**src/verilog/lc4_pkg.sv**
```systemverilog
package lc4_pkg;

    // datapath word width
    localparam int DATA_W = 16;
    // register select width and register count
    localparam int SEL_W = 3;
    localparam int NUM_REGS = 8;

    // first fetch address after reset, start of user code
    localparam logic [DATA_W-1:0] PC_RESET = 16'h8200;

    // primary opcodes in insn[15:12]
    localparam logic [3:0] OP_ARITH = 4'b0001;
    localparam logic [3:0] OP_LOGIC = 4'b0101;
    localparam logic [3:0] OP_CONST = 4'b1001;
    localparam logic [3:0] OP_LDR = 4'b0110;
    localparam logic [3:0] OP_STR = 4'b0111;

    // register-form sub-ops in insn[5:3]
    // insn[5] set selects the imm5 form of ADD and AND instead
    localparam logic [2:0] SUB_ADD = 3'b000;
    localparam logic [2:0] SUB_SUB = 3'b010;
    localparam logic [2:0] SUB_AND = 3'b000;

    // decoded instruction, carried down each pipe from D to W
    // an all-zero value is a bubble
    typedef struct packed {
        // first source, also the load/store base
        logic [SEL_W-1:0] rs;
        // second source, the data register of a store
        logic [SEL_W-1:0] rt;
        // destination
        logic [SEL_W-1:0] rd;
        // source read enables
        logic rs_re;
        logic rt_re;
        // register file write
        logic rd_we;
        // memory ops, at most one of the two per pair reaches M
        logic is_load;
        logic is_store;
        // raw bits, the ALU decodes its own operation from these
        logic [DATA_W-1:0] insn;
    } lc4_dec_t;

endpackage
```
**src/verilog/lc4_superscalar.sv**
```systemverilog
`timescale 1ns/100ps

module lc4_superscalar (
    input  logic                        gwe,
    input  logic                        i_arst_n,
    output logic [lc4_pkg::DATA_W-1:0] o_cur_pc,
    input  logic [lc4_pkg::DATA_W-1:0] i_insn_a,
    input  logic [lc4_pkg::DATA_W-1:0] i_insn_b,
    output logic [lc4_pkg::DATA_W-1:0] o_dmem_addr,
    output logic                        o_dmem_we,
    output logic [lc4_pkg::DATA_W-1:0] o_dmem_towrite,
    input  logic [lc4_pkg::DATA_W-1:0] i_dmem_data,
    output logic                        o_wb_we_a,
    output logic [lc4_pkg::SEL_W-1:0]  o_wb_sel_a,
    output logic [lc4_pkg::DATA_W-1:0] o_wb_data_a,
    output logic                        o_wb_we_b,
    output logic [lc4_pkg::SEL_W-1:0]  o_wb_sel_b,
    output logic [lc4_pkg::DATA_W-1:0] o_wb_data_b
);
    import lc4_pkg::*;

    // fetch and decode
    logic [DATA_W-1:0] pc;
    logic [DATA_W-1:0] pc_next;
    logic [DATA_W-1:0] d_insn_a;
    logic [DATA_W-1:0] d_insn_b;
    logic [DATA_W-1:0] d_next_a;
    logic [DATA_W-1:0] d_next_b;
    lc4_dec_t          d_a;
    lc4_dec_t          d_b;
    logic              issue_switch;
    logic              stall_a;
    logic              stall_b;
    logic [DATA_W-1:0] rs_d_a, rt_d_a, rs_d_b, rt_d_b;

    // execute
    lc4_dec_t          x_a;
    lc4_dec_t          x_b;
    logic [DATA_W-1:0] rs_x_a, rt_x_a, rs_x_b, rt_x_b;
    logic [DATA_W-1:0] rs_fwd_a, rt_fwd_a, rs_fwd_b, rt_fwd_b;
    logic [DATA_W-1:0] alu_a;
    logic [DATA_W-1:0] alu_b;

    // memory
    lc4_dec_t          m_a;
    lc4_dec_t          m_b;
    logic [DATA_W-1:0] m_res_a, m_res_b, mst_a, mst_b, st_a, st_b;
    logic              m_mem_a;
    logic              m_mem_b;

    // writeback
    lc4_dec_t          w_a;
    lc4_dec_t          w_b;
    logic [DATA_W-1:0] w_res_a, w_res_b, w_ld_a, w_ld_b, wb_a, wb_b;

    lc4_decoder u_dec_a (.i_insn(d_insn_a), .o_dec(d_a));
    lc4_decoder u_dec_b (.i_insn(d_insn_b), .o_dec(d_b));

    // W writes through to the D reads in the same cycle
    lc4_regfile_2w u_regfile (
        .gwe(gwe), .i_arst_n(i_arst_n),
        .i_rs_sel_a(d_a.rs), .i_rt_sel_a(d_a.rt), .i_rs_sel_b(d_b.rs), .i_rt_sel_b(d_b.rt),
        .o_rs_data_a(rs_d_a), .o_rt_data_a(rt_d_a),
        .o_rs_data_b(rs_d_b), .o_rt_data_b(rt_d_b),
        .i_rd_sel_a(w_a.rd), .i_rd_we_a(w_a.rd_we), .i_wdata_a(wb_a),
        .i_rd_sel_b(w_b.rd), .i_rd_we_b(w_b.rd_we), .i_wdata_b(wb_b)
    );

    lc4_issue_ctrl u_issue (
        .i_d_a(d_a), .i_d_b(d_b), .i_x_a(x_a), .i_x_b(x_b),
        .o_switch(issue_switch), .o_stall_a(stall_a), .o_stall_b(stall_b)
    );

    lc4_bypass u_bypass (
        .i_x_a(x_a), .i_x_b(x_b), .i_m_a(m_a), .i_m_b(m_b), .i_w_a(w_a), .i_w_b(w_b),
        .i_rs_x_a(rs_x_a), .i_rt_x_a(rt_x_a), .i_rs_x_b(rs_x_b), .i_rt_x_b(rt_x_b),
        .i_m_res_a(m_res_a), .i_m_res_b(m_res_b), .i_wb_a(wb_a), .i_wb_b(wb_b),
        .i_mst_a(mst_a), .i_mst_b(mst_b),
        .o_rs_a(rs_fwd_a), .o_rt_a(rt_fwd_a), .o_rs_b(rs_fwd_b), .o_rt_b(rt_fwd_b),
        .o_st_a(st_a), .o_st_b(st_b)
    );

    lc4_alu u_alu_a (.i_insn(x_a.insn), .i_rs_data(rs_fwd_a), .i_rt_data(rt_fwd_a), .o_result(alu_a));
    lc4_alu u_alu_b (.i_insn(x_b.insn), .i_rs_data(rs_fwd_b), .i_rt_data(rt_fwd_b), .o_result(alu_b));

    // pc step and decode refill: hold, switch or full pair
    always_comb begin
        if (stall_a) begin
            pc_next = pc;
            d_next_a = d_insn_a;
            d_next_b = d_insn_b;
        end else if (issue_switch) begin
            // old B becomes A, the word at pc fills B
            pc_next = pc + DATA_W'(1);
            d_next_a = d_insn_b;
            d_next_b = i_insn_a;
        end else begin
            pc_next = pc + DATA_W'(2);
            d_next_a = i_insn_a;
            d_next_b = i_insn_b;
        end
    end

    always_ff @(posedge gwe or negedge i_arst_n) begin
        if (!i_arst_n) begin
            pc <= PC_RESET;
            // zero insn decodes as a no-op
            d_insn_a <= '0;
            d_insn_b <= '0;
            x_a <= '0;
            x_b <= '0;
            m_a <= '0;
            m_b <= '0;
            w_a <= '0;
            w_b <= '0;
        end else begin
            pc <= pc_next;
            d_insn_a <= d_next_a;
            d_insn_b <= d_next_b;
            // bubbles go into X for a lane that does not issue
            x_a <= stall_a ? lc4_dec_t'('0) : d_a;
            x_b <= stall_b ? lc4_dec_t'('0) : d_b;
            m_a <= x_a;
            m_b <= x_b;
            w_a <= m_a;
            w_b <= m_b;
        end
    end

    always_ff @(posedge gwe) begin
        rs_x_a <= rs_d_a;
        rt_x_a <= rt_d_a;
        rs_x_b <= rs_d_b;
        rt_x_b <= rt_d_b;
        m_res_a <= alu_a;
        m_res_b <= alu_b;
        // forwarded rt becomes the store data carried into M
        mst_a <= rt_fwd_a;
        mst_b <= rt_fwd_b;
        w_res_a <= m_res_a;
        w_res_b <= m_res_b;
        w_ld_a <= i_dmem_data;
        w_ld_b <= i_dmem_data;
    end

    // single memory port, A goes first
    assign m_mem_a = m_a.is_load || m_a.is_store;
    assign m_mem_b = m_b.is_load || m_b.is_store;
    assign o_dmem_addr = m_mem_a ? m_res_a : (m_mem_b ? m_res_b : '0);
    assign o_dmem_we = m_a.is_store || m_b.is_store;
    assign o_dmem_towrite = m_a.is_store ? st_a : (m_b.is_store ? st_b : '0);

    // load data for loads, ALU result for everything else
    assign wb_a = w_a.is_load ? w_ld_a : w_res_a;
    assign wb_b = w_b.is_load ? w_ld_b : w_res_b;

    assign o_cur_pc = pc;
    assign o_wb_we_a = w_a.rd_we;
    assign o_wb_sel_a = w_a.rd;
    assign o_wb_data_a = wb_a;
    assign o_wb_we_b = w_b.rd_we;
    assign o_wb_sel_b = w_b.rd;
    assign o_wb_data_b = wb_b;

endmodule

```
**src/verilog/lc4_bypass.sv**
```systemverilog
`timescale 1ns/100ps

module lc4_bypass (
    input  lc4_pkg::lc4_dec_t           i_x_a,
    input  lc4_pkg::lc4_dec_t           i_x_b,
    input  lc4_pkg::lc4_dec_t           i_m_a,
    input  lc4_pkg::lc4_dec_t           i_m_b,
    input  lc4_pkg::lc4_dec_t           i_w_a,
    input  lc4_pkg::lc4_dec_t           i_w_b,
    input  logic [lc4_pkg::DATA_W-1:0] i_rs_x_a,
    input  logic [lc4_pkg::DATA_W-1:0] i_rt_x_a,
    input  logic [lc4_pkg::DATA_W-1:0] i_rs_x_b,
    input  logic [lc4_pkg::DATA_W-1:0] i_rt_x_b,
    input  logic [lc4_pkg::DATA_W-1:0] i_m_res_a,
    input  logic [lc4_pkg::DATA_W-1:0] i_m_res_b,
    input  logic [lc4_pkg::DATA_W-1:0] i_wb_a,
    input  logic [lc4_pkg::DATA_W-1:0] i_wb_b,
    input  logic [lc4_pkg::DATA_W-1:0] i_mst_a,
    input  logic [lc4_pkg::DATA_W-1:0] i_mst_b,
    output logic [lc4_pkg::DATA_W-1:0] o_rs_a,
    output logic [lc4_pkg::DATA_W-1:0] o_rt_a,
    output logic [lc4_pkg::DATA_W-1:0] o_rs_b,
    output logic [lc4_pkg::DATA_W-1:0] o_rt_b,
    output logic [lc4_pkg::DATA_W-1:0] o_st_a,
    output logic [lc4_pkg::DATA_W-1:0] o_st_b
);
    import lc4_pkg::*;

    function automatic logic writes(input lc4_dec_t p, input logic [SEL_W-1:0] sel);
        return p.rd_we && p.rd == sel;
    endfunction

    // W stage only, B before A since B is younger
    function automatic logic [DATA_W-1:0] fwd_w(input logic [SEL_W-1:0] sel,
                                                input logic [DATA_W-1:0] own);
        logic [DATA_W-1:0] val;
        if (writes(i_w_b, sel)) begin
            val = i_wb_b;
        end else if (writes(i_w_a, sel)) begin
            val = i_wb_a;
        end else begin
            val = own;
        end
        return val;
    endfunction

    // MX then WX, youngest first
    // a load in M only holds its address so it is skipped here
    function automatic logic [DATA_W-1:0] fwd_x(input logic [SEL_W-1:0] sel,
                                                input logic [DATA_W-1:0] own);
        logic [DATA_W-1:0] val;
        if (writes(i_m_b, sel) && !i_m_b.is_load) begin
            val = i_m_res_b;
        end else if (writes(i_m_a, sel) && !i_m_a.is_load) begin
            val = i_m_res_a;
        end else begin
            val = fwd_w(sel, own);
        end
        return val;
    endfunction

    always_comb begin
        o_rs_a = fwd_x(i_x_a.rs, i_rs_x_a);
        o_rt_a = fwd_x(i_x_a.rt, i_rt_x_a);
        o_rs_b = fwd_x(i_x_b.rs, i_rs_x_b);
        o_rt_b = fwd_x(i_x_b.rt, i_rt_x_b);

        // WM store data, picks up a load that was still in M during X
        o_st_a = fwd_w(i_m_a.rt, i_mst_a);
        // MM from the paired A, which is newer than anything in W
        if (writes(i_m_a, i_m_b.rt)) begin
            o_st_b = i_m_res_a;
        end else begin
            o_st_b = fwd_w(i_m_b.rt, i_mst_b);
        end
    end

endmodule

```
**src/verilog/lc4_issue_ctrl.sv**
```systemverilog
`timescale 1ns/100ps

module lc4_issue_ctrl (
    input  lc4_pkg::lc4_dec_t i_d_a,
    input  lc4_pkg::lc4_dec_t i_d_b,
    input  lc4_pkg::lc4_dec_t i_x_a,
    input  lc4_pkg::lc4_dec_t i_x_b,
    output logic              o_switch,
    output logic              o_stall_a,
    output logic              o_stall_b
);
    import lc4_pkg::*;

    logic ltu_a;
    logic ltu_b;
    logic b_needs_a;
    logic mem_pair;

    // does the youngest X producer of sel happen to be a load
    function automatic logic load_hit(input logic [SEL_W-1:0] sel);
        logic hit;
        // x_b is younger and hides x_a when both write sel
        if (i_x_b.rd_we && i_x_b.rd == sel) begin
            hit = i_x_b.is_load;
        end else begin
            hit = i_x_a.rd_we && i_x_a.is_load && i_x_a.rd == sel;
        end
        return hit;
    endfunction

    // load-to-use for one decode slot
    function automatic logic load_use(input lc4_dec_t c);
        logic rs_hit;
        logic rt_hit;
        rs_hit = c.rs_re && load_hit(c.rs);
        // store data is not needed until M, the loaded word reaches it
        // from W there
        rt_hit = c.rt_re && !c.is_store && load_hit(c.rt);
        return rs_hit || rt_hit;
    endfunction

    always_comb begin
        ltu_a = load_use(i_d_a);
        ltu_b = load_use(i_d_b);

        // B reads what A writes in the same pair
        // a store of A's result is left alone, M-A covers that
        b_needs_a = i_d_a.rd_we &&
            ((i_d_b.rs_re && i_d_b.rs == i_d_a.rd) ||
             (i_d_b.rt_re && !i_d_b.is_store && i_d_b.rt == i_d_a.rd));

        // only one data memory port
        mem_pair = (i_d_a.is_load || i_d_a.is_store) &&
                   (i_d_b.is_load || i_d_b.is_store);

        // a stall of A holds the whole pair in D
        o_stall_a = ltu_a;

        // otherwise A issues alone and B slides over into A next cycle
        o_switch = !ltu_a && (b_needs_a || mem_pair || ltu_b);

        // B is not issued on either
        o_stall_b = ltu_a || o_switch;
    end

endmodule

```
**src/verilog/lc4_regfile_2w.sv**
```systemverilog
`timescale 1ns/100ps

module lc4_regfile_2w (
    input  logic                        gwe,
    input  logic                        i_arst_n,
    input  logic [lc4_pkg::SEL_W-1:0]  i_rs_sel_a,
    input  logic [lc4_pkg::SEL_W-1:0]  i_rt_sel_a,
    input  logic [lc4_pkg::SEL_W-1:0]  i_rs_sel_b,
    input  logic [lc4_pkg::SEL_W-1:0]  i_rt_sel_b,
    output logic [lc4_pkg::DATA_W-1:0] o_rs_data_a,
    output logic [lc4_pkg::DATA_W-1:0] o_rt_data_a,
    output logic [lc4_pkg::DATA_W-1:0] o_rs_data_b,
    output logic [lc4_pkg::DATA_W-1:0] o_rt_data_b,
    input  logic [lc4_pkg::SEL_W-1:0]  i_rd_sel_a,
    input  logic                        i_rd_we_a,
    input  logic [lc4_pkg::DATA_W-1:0] i_wdata_a,
    input  logic [lc4_pkg::SEL_W-1:0]  i_rd_sel_b,
    input  logic                        i_rd_we_b,
    input  logic [lc4_pkg::DATA_W-1:0] i_wdata_b
);
    import lc4_pkg::*;

    logic [DATA_W-1:0] regs [NUM_REGS];

    always_ff @(posedge gwe or negedge i_arst_n) begin
        if (!i_arst_n) begin
            for (int i = 0; i < NUM_REGS; i++) begin
                regs[i] <= '0;
            end
        end else begin
            if (i_rd_we_a) begin
                regs[i_rd_sel_a] <= i_wdata_a;
            end
            // b is the younger insn, its update lands last on a collision
            if (i_rd_we_b) begin
                regs[i_rd_sel_b] <= i_wdata_b;
            end
        end
    end

    // write-through, b checked first to match the write priority
    function automatic logic [DATA_W-1:0] read_port(input logic [SEL_W-1:0] sel);
        logic [DATA_W-1:0] val;
        if (i_rd_we_b && i_rd_sel_b == sel) begin
            val = i_wdata_b;
        end else if (i_rd_we_a && i_rd_sel_a == sel) begin
            val = i_wdata_a;
        end else begin
            val = regs[sel];
        end
        return val;
    endfunction

    always_comb begin
        o_rs_data_a = read_port(i_rs_sel_a);
        o_rt_data_a = read_port(i_rt_sel_a);
        o_rs_data_b = read_port(i_rs_sel_b);
        o_rt_data_b = read_port(i_rt_sel_b);
    end

endmodule

```
**src/verilog/lc4_alu.sv**
```systemverilog
`timescale 1ns/100ps

module lc4_alu (
    input  logic [lc4_pkg::DATA_W-1:0] i_insn,
    input  logic [lc4_pkg::DATA_W-1:0] i_rs_data,
    input  logic [lc4_pkg::DATA_W-1:0] i_rt_data,
    output logic [lc4_pkg::DATA_W-1:0] o_result
);
    import lc4_pkg::*;

    logic [DATA_W-1:0] imm5;
    logic [DATA_W-1:0] imm6;
    logic [DATA_W-1:0] imm9;

    // sign-extended immediates
    assign imm5 = {{(DATA_W-5){i_insn[4]}}, i_insn[4:0]};
    assign imm6 = {{(DATA_W-6){i_insn[5]}}, i_insn[5:0]};
    assign imm9 = {{(DATA_W-9){i_insn[8]}}, i_insn[8:0]};

    always_comb begin
        case (i_insn[15:12])
            OP_ARITH: begin
                if (i_insn[5]) begin
                    o_result = i_rs_data + imm5;
                end else if (i_insn[5:3] == SUB_SUB) begin
                    o_result = i_rs_data - i_rt_data;
                end else begin
                    o_result = i_rs_data + i_rt_data;
                end
            end
            OP_LOGIC: o_result = i_insn[5] ? (i_rs_data & imm5) : (i_rs_data & i_rt_data);
            OP_CONST: o_result = imm9;
            // effective address for both memory ops
            OP_LDR, OP_STR: o_result = i_rs_data + imm6;
            default: o_result = '0;
        endcase
    end

endmodule

```
**src/verilog/lc4_decoder.sv**
```systemverilog
`timescale 1ns/100ps

module lc4_decoder (
    input  logic [lc4_pkg::DATA_W-1:0] i_insn,
    output lc4_pkg::lc4_dec_t          o_dec
);
    import lc4_pkg::*;

    logic [3:0] opcode;
    logic [2:0] sub_op;
    logic       imm_form;

    assign opcode = i_insn[15:12];
    assign sub_op = i_insn[5:3];
    // imm5 variants of ADD and AND
    assign imm_form = i_insn[5];

    always_comb begin
        o_dec = '0;
        o_dec.insn = i_insn;
        // field positions shared by all kept formats
        o_dec.rd = i_insn[11:9];
        o_dec.rs = i_insn[8:6];
        o_dec.rt = i_insn[2:0];
        case (opcode)
            OP_ARITH: begin
                if (imm_form) begin
                    o_dec.rs_re = 1'b1;
                    o_dec.rd_we = 1'b1;
                end else if (sub_op == SUB_ADD || sub_op == SUB_SUB) begin
                    o_dec.rs_re = 1'b1;
                    o_dec.rt_re = 1'b1;
                    o_dec.rd_we = 1'b1;
                end
            end
            OP_LOGIC: begin
                if (imm_form) begin
                    o_dec.rs_re = 1'b1;
                    o_dec.rd_we = 1'b1;
                end else if (sub_op == SUB_AND) begin
                    o_dec.rs_re = 1'b1;
                    o_dec.rt_re = 1'b1;
                    o_dec.rd_we = 1'b1;
                end
            end
            OP_CONST: begin
                o_dec.rd_we = 1'b1;
            end
            OP_LDR: begin
                o_dec.rs_re = 1'b1;
                o_dec.rd_we = 1'b1;
                o_dec.is_load = 1'b1;
            end
            OP_STR: begin
                // store data register sits in the rd field
                o_dec.rt = i_insn[11:9];
                o_dec.rs_re = 1'b1;
                o_dec.rt_re = 1'b1;
                o_dec.is_store = 1'b1;
            end
            // MUL, DIV, branches and the rest fall through as no-ops
            default: ;
        endcase
    end

endmodule

```
**config.mk**
```make
export PLATFORM = sky130hd
export DESIGN_NAME = lc4_superscalar
export DESIGN_NICKNAME = d
export VERILOG_FILES = /design/src/verilog/lc4_pkg.sv /design/src/verilog/lc4_superscalar.sv /design/src/verilog/lc4_bypass.sv /design/src/verilog/lc4_issue_ctrl.sv /design/src/verilog/lc4_regfile_2w.sv /design/src/verilog/lc4_alu.sv /design/src/verilog/lc4_decoder.sv
export SDC_FILE = /design/constraint.sdc
export NUM_CORES = 1
export LEC_CHECK = 0
export BUFFER_PORTS_ARGS = -buffer_cell sky130_fd_sc_hd__buf_2
export CAP_MARGIN = 20
export CORE_MARGIN = 3
export CORE_UTILIZATION = 57
export CTS_CLUSTER_DIAMETER = 100
export DETAILED_ROUTE_END_ITERATION = 6
export GPL_TIMING_DRIVEN = 1
export PLACE_DENSITY = 0.78
export SYNTH_ARGS = -nofsm -noshare
export SYNTH_HDL_FRONTEND = slang
export SYNTH_SLANG_ARGS = --single-unit
export TNS_END_PERCENT = 30
```
**constraint.sdc**
```tcl
create_clock -name gwe -period 5.4 [get_ports gwe]
set_input_delay 0.81 -clock gwe [delete_from_list [all_inputs] [get_ports gwe]]
set_output_delay 0.81 -clock gwe [all_outputs]
set_load 0.05 [all_outputs]
```
==> key figures <==
STA
  • Achievable Freq: 0.193 GHz
  • Slew at the pin with the worst max-slew slack: 1010 ps
  • Setup Viol. Count Final: 0
  • Final sum of negative setup slack: 0 ps
  • Layout Skew: 38.1 ps
  • Least setup slack across all paths after layout: 212 ps
  • Hold violation total from the final report: 0
  • Max-slew headroom: 0.323
  • Max-slew violation count: 0
  • Final critical-path required period: 5190 ps
  • Tcrit/Tclk final: 0.961
  • Setup repair after global routing missed its margin: yes

Logic synthesis
  • Post-synthesis instance total: 3188
  • Summed instance area of the synthesized netlist: 0.0283 mm²
  • Cell types with the highest counts after synthesis: sky130_fd_sc_hd__nand2_1 (434), sky130_fd_sc_hd__o21ai_0 (416), sky130_fd_sc_hd__dfrtp_1 (246)
  • Synth area leaders: sky130_fd_sc_hd__dfrtp_1 (22%), sky130_fd_sc_hd__dfxtp_1 (12%), sky130_fd_sc_hd__mux4_2 (10%), sky130_fd_sc_hd__o21ai_0 (7.4%), sky130_fd_sc_hd__mux2i_1 (6.9%)
  • Leading cell type by number of instances after synthesis: sky130_fd_sc_hd__nand2_1
  • YS warnings: 0
  • Post-synthesis sequential element count: 424
  • Top cell type by total area after synthesis: sky130_fd_sc_hd__dfrtp_1
  • Number of enable-type register cells in the synthesized netlist: 0
  • Synth Net Count: 3276
  • Share of the yosys chip area belonging to registers: 0.344
  • Most frequently used flop master after synthesis: sky130_fd_sc_hd__dfrtp_1
  • Async set-or-reset flop fraction in the synthesized netlist: 0.585
  • Number of distinct library cells after synthesis: 97
  • Mean cell area of the mapped netlist: 8.87 µm²
  • Fraction of post-synthesis cell area in the top cell type by area: 0.218

Global route
  • Total global routing track utilization: 0.398
  • Vias in the first global route: 25600
  • Leftover overflow at the end of global routing: 0
  • Largest net degree at the start of global routing: 112
  • Number of antenna violations at the first check in global routing: 1
  • First-pass GRT wire length: 161 mm

Routing
  • Total via count after detailed routing: 27000
  • Remaining antenna violation count: 0
  • DRT Wirelength: 107 mm
  • Number of detailed-route iterations in the first pass: 6
  • First-iteration detailed-routing DRC count: 3547
  • Vias per Instance: 6.72
  • Post-detailed-route wirelength per cell: 26.7 µm
  • DRC violation count after routing: 0

Cells and area
  • Net count of the finished layout: 3408
  • Signed area change from the synthesized netlist to the final layout: 14.5%
  • Final Core Density: 0.670
  • Antenna diode instance count: 0
  • Share of layout cells above drive strength 1: 0.210

CTS
  • Worst-skew pair later-pin latency: 630 ps
  • Largest buffer count on any clock path: 3
  • CTS tree: built
  • Buffer type at the clock tree root: sky130_fd_sc_hd__clkbuf_16
  • CTS H-tree depth: 2
  • Clock Sinks: 424
  • CTS Hold Buffers Added: 0
  • CTS buffer count: 48
  • Clock edge transition at the registers on the reported setup and hold paths: 60 ps

Power
  • Flop pwr share: 0.300
  • Part of the power in the clock network: 0.201
  • Power per cell area: 532 mW/mm²
  • Maximum vdd drop: 319 µV
  • Switching power summed over all nets: 7.57 mW
  • Leakage: 13.6 nW
  • Switching part of the total power: 0.439
  • Power share of the combinational group: 0.499
  • Internal power summed over all cells: 9.66 mW

Critical path
  • Endpoint required time on the critical path: 5870 ps
  • Startpoint type of the worst setup path: flop
  • Endpoint class of the critical path: flop
  • Slowest Stage Delay on Critical Path: 600 ps
  • Crit-path cells: xor2_1 -> or4_4 -> nor2_1 -> a22oi_1 -> nor2b_2 -> ha_2 -> nor2_1 -> a21oi_1 -> xnor2_1 -> o21ai_1 -> ha_1 -> a21o_1 -> a21oi_2 -> o21bai_1 -> a21oi_1 -> o21bai_1 -> a21oi_1 -> o21ai_1 -> o41ai_2 -> o21ai_1 -> a21o_1 -> a21oi_2 -> xnor2_1 -> o211ai_1
  • Worst Setup Path Type: reg -> reg
  • Critical-path cell with the highest stage delay: sky130_fd_sc_hd__or4_4
  • CP Max Fanout: 5
  • WP data arrival: 5650 ps

Min path
  • Hold Path Class: in -> async

Placement
  • Input/output buffers: 138
  • DPL Wire Length: 75.8 mm
  • Routability congestion estimate: 1.09
  • Post-placement worst setup slack: 53.9 ps

Floorplanning
  • DIE HEIGHT: 229 µm
  • Top-level port count: 139
  • Floorplan core area: 0.0483 mm²
  • Initial Util: 0.585
  • Die Outline Area: 0.0523 mm²
  • Die width: 229 µm
  • Core Rows: 80

Job
  • Maxcap violations: 0

Run status
  • Status: finished clean
## through the flow
step | total power [mW] | cell area (µm²) | hold WS, ps | instances
final | 17.2 | 32400 | 250 | 4014
after global routing | 18.0 | 32400 | 286 | 4014
after CTS | 16.8 | 32000 | 272 | 3991
after global placement | 13.1 | 30300 | 333 | 3903
after floorplan | 10.3 | 28300 | 331 | 3188
after detailed placement | 13.3 | 30300 | 338 | 3903
## final cells by class
cell class | count | area (µm²)
clock inverter | 21 | 269
fill | 3927 | 16000
inverter | 68 | 255
clock buffer | 67 | 1370
multi-input combinational | 2408 | 17400
tap | 656 | 821
sequential | 424 | 9740
timing repair buffer | 370 | 2500
## cells by family after synthesis
group | count (synthesis) | synth area share
AO/OA/AOI/OAI | 929 | 0.201
AND/OR/NAND/NOR | 902 | 0.148
flip-flops | 424 | 0.344
buffers and inverters | 356 | 0.0507
multiplexers | 328 | 0.173
XOR/XNOR | 211 | 0.0656
adder cells (fa/ha/maj) | 38 | 0.0173
## per-layer routing
layer	GRT usage	share of wire	vias up
li1	-	-	11800
met1	0.533	0.39	13000
met2	0.614	0.45	1842
met3	0.0904	0.11	381
met4	0.187	0.058	0
met5	0	0	-
## worst max-delay path, delay by kind of cell, from the launching register on
kind            cells  cell delay, ps
compound gates     15            2460
xor+xnor            3             480
fa+ha+maj           2             600
flops               1             470
simple gates        4            1000
## power by group through the flow
stage	clock network, mW	registers, mW	logic [mW]
floorplan	0	4.82	5.53
global placement	0	5.06	8.00
detailed placement	0	5.14	8.14
CTS	3.47	5.09	8.20
global route	3.60	5.23	9.18
finish	3.46	5.18	8.60
## cell usage in the layout (no fill, tap or decap), types with 26 or more instances in the layout
cell,netlist,routed
sky130_fd_sc_hd__a21oi_1,192,181
sky130_fd_sc_hd__and3_1,26,26
sky130_fd_sc_hd__buf_2,24,137
sky130_fd_sc_hd__buf_4,8,227
sky130_fd_sc_hd__clkbuf_16,0,48
sky130_fd_sc_hd__dfrtp_1,246,237
sky130_fd_sc_hd__dfxtp_1,176,176
sky130_fd_sc_hd__ha_1,36,35
sky130_fd_sc_hd__inv_1,61,59
sky130_fd_sc_hd__mux2i_1,195,187
sky130_fd_sc_hd__mux4_2,128,128
sky130_fd_sc_hd__nand2_1,434,434
sky130_fd_sc_hd__nand4_1,38,38
sky130_fd_sc_hd__nor2_1,217,209
sky130_fd_sc_hd__nor4_1,30,29
sky130_fd_sc_hd__o211ai_1,184,184
sky130_fd_sc_hd__o21ai_0,416,410
sky130_fd_sc_hd__xnor2_1,142,138
sky130_fd_sc_hd__xor2_1,68,68
## timing repair
action                                 4_1_cts  5_1_grt
endpoints found under the hold margin        0        0
setup buffers                                0       20
pin swaps                                    0       10
setup endpoints to repair                    1       10
resized for setup                            1       51
## final timing paths
kind                       slack [ps]          end      startpoint  cells past startpoint
max in group asynchronous        3990  d_insn_a[6]        i_arst_n                      2
min in group gwe                  300    w_ld_b[1]  i_dmem_data[1]                      1
min                               250  o_cur_pc[4]        i_arst_n                      1
min reg2reg                       360      m_b[16]         x_b[16]                      0
max                               210  m_res_b[15]         x_b[26]                     24
max reg2reg                       210  m_res_b[15]         x_b[26]                     24
## sequential cells by signal, indices dropped and copies added, names as in the netlist, 3 cells and up
signal / flops
u_regfile.regs: 128
x_a: 22
x_b: 22
d_insn_a: 16
d_insn_b: 16
m_res_a: 16
m_res_b: 16
mst_a: 16
mst_b: 16
o_cur_pc: 16
rs_x_a: 16
rs_x_b: 16
rt_x_a: 16
rt_x_b: 16
w_ld_b: 16
w_res_a: 16
w_res_b: 16
m_a: 9
m_b: 9
o_wb_sel_a: 3
o_wb_sel_b: 3
(Power assumes the default switching activity.)
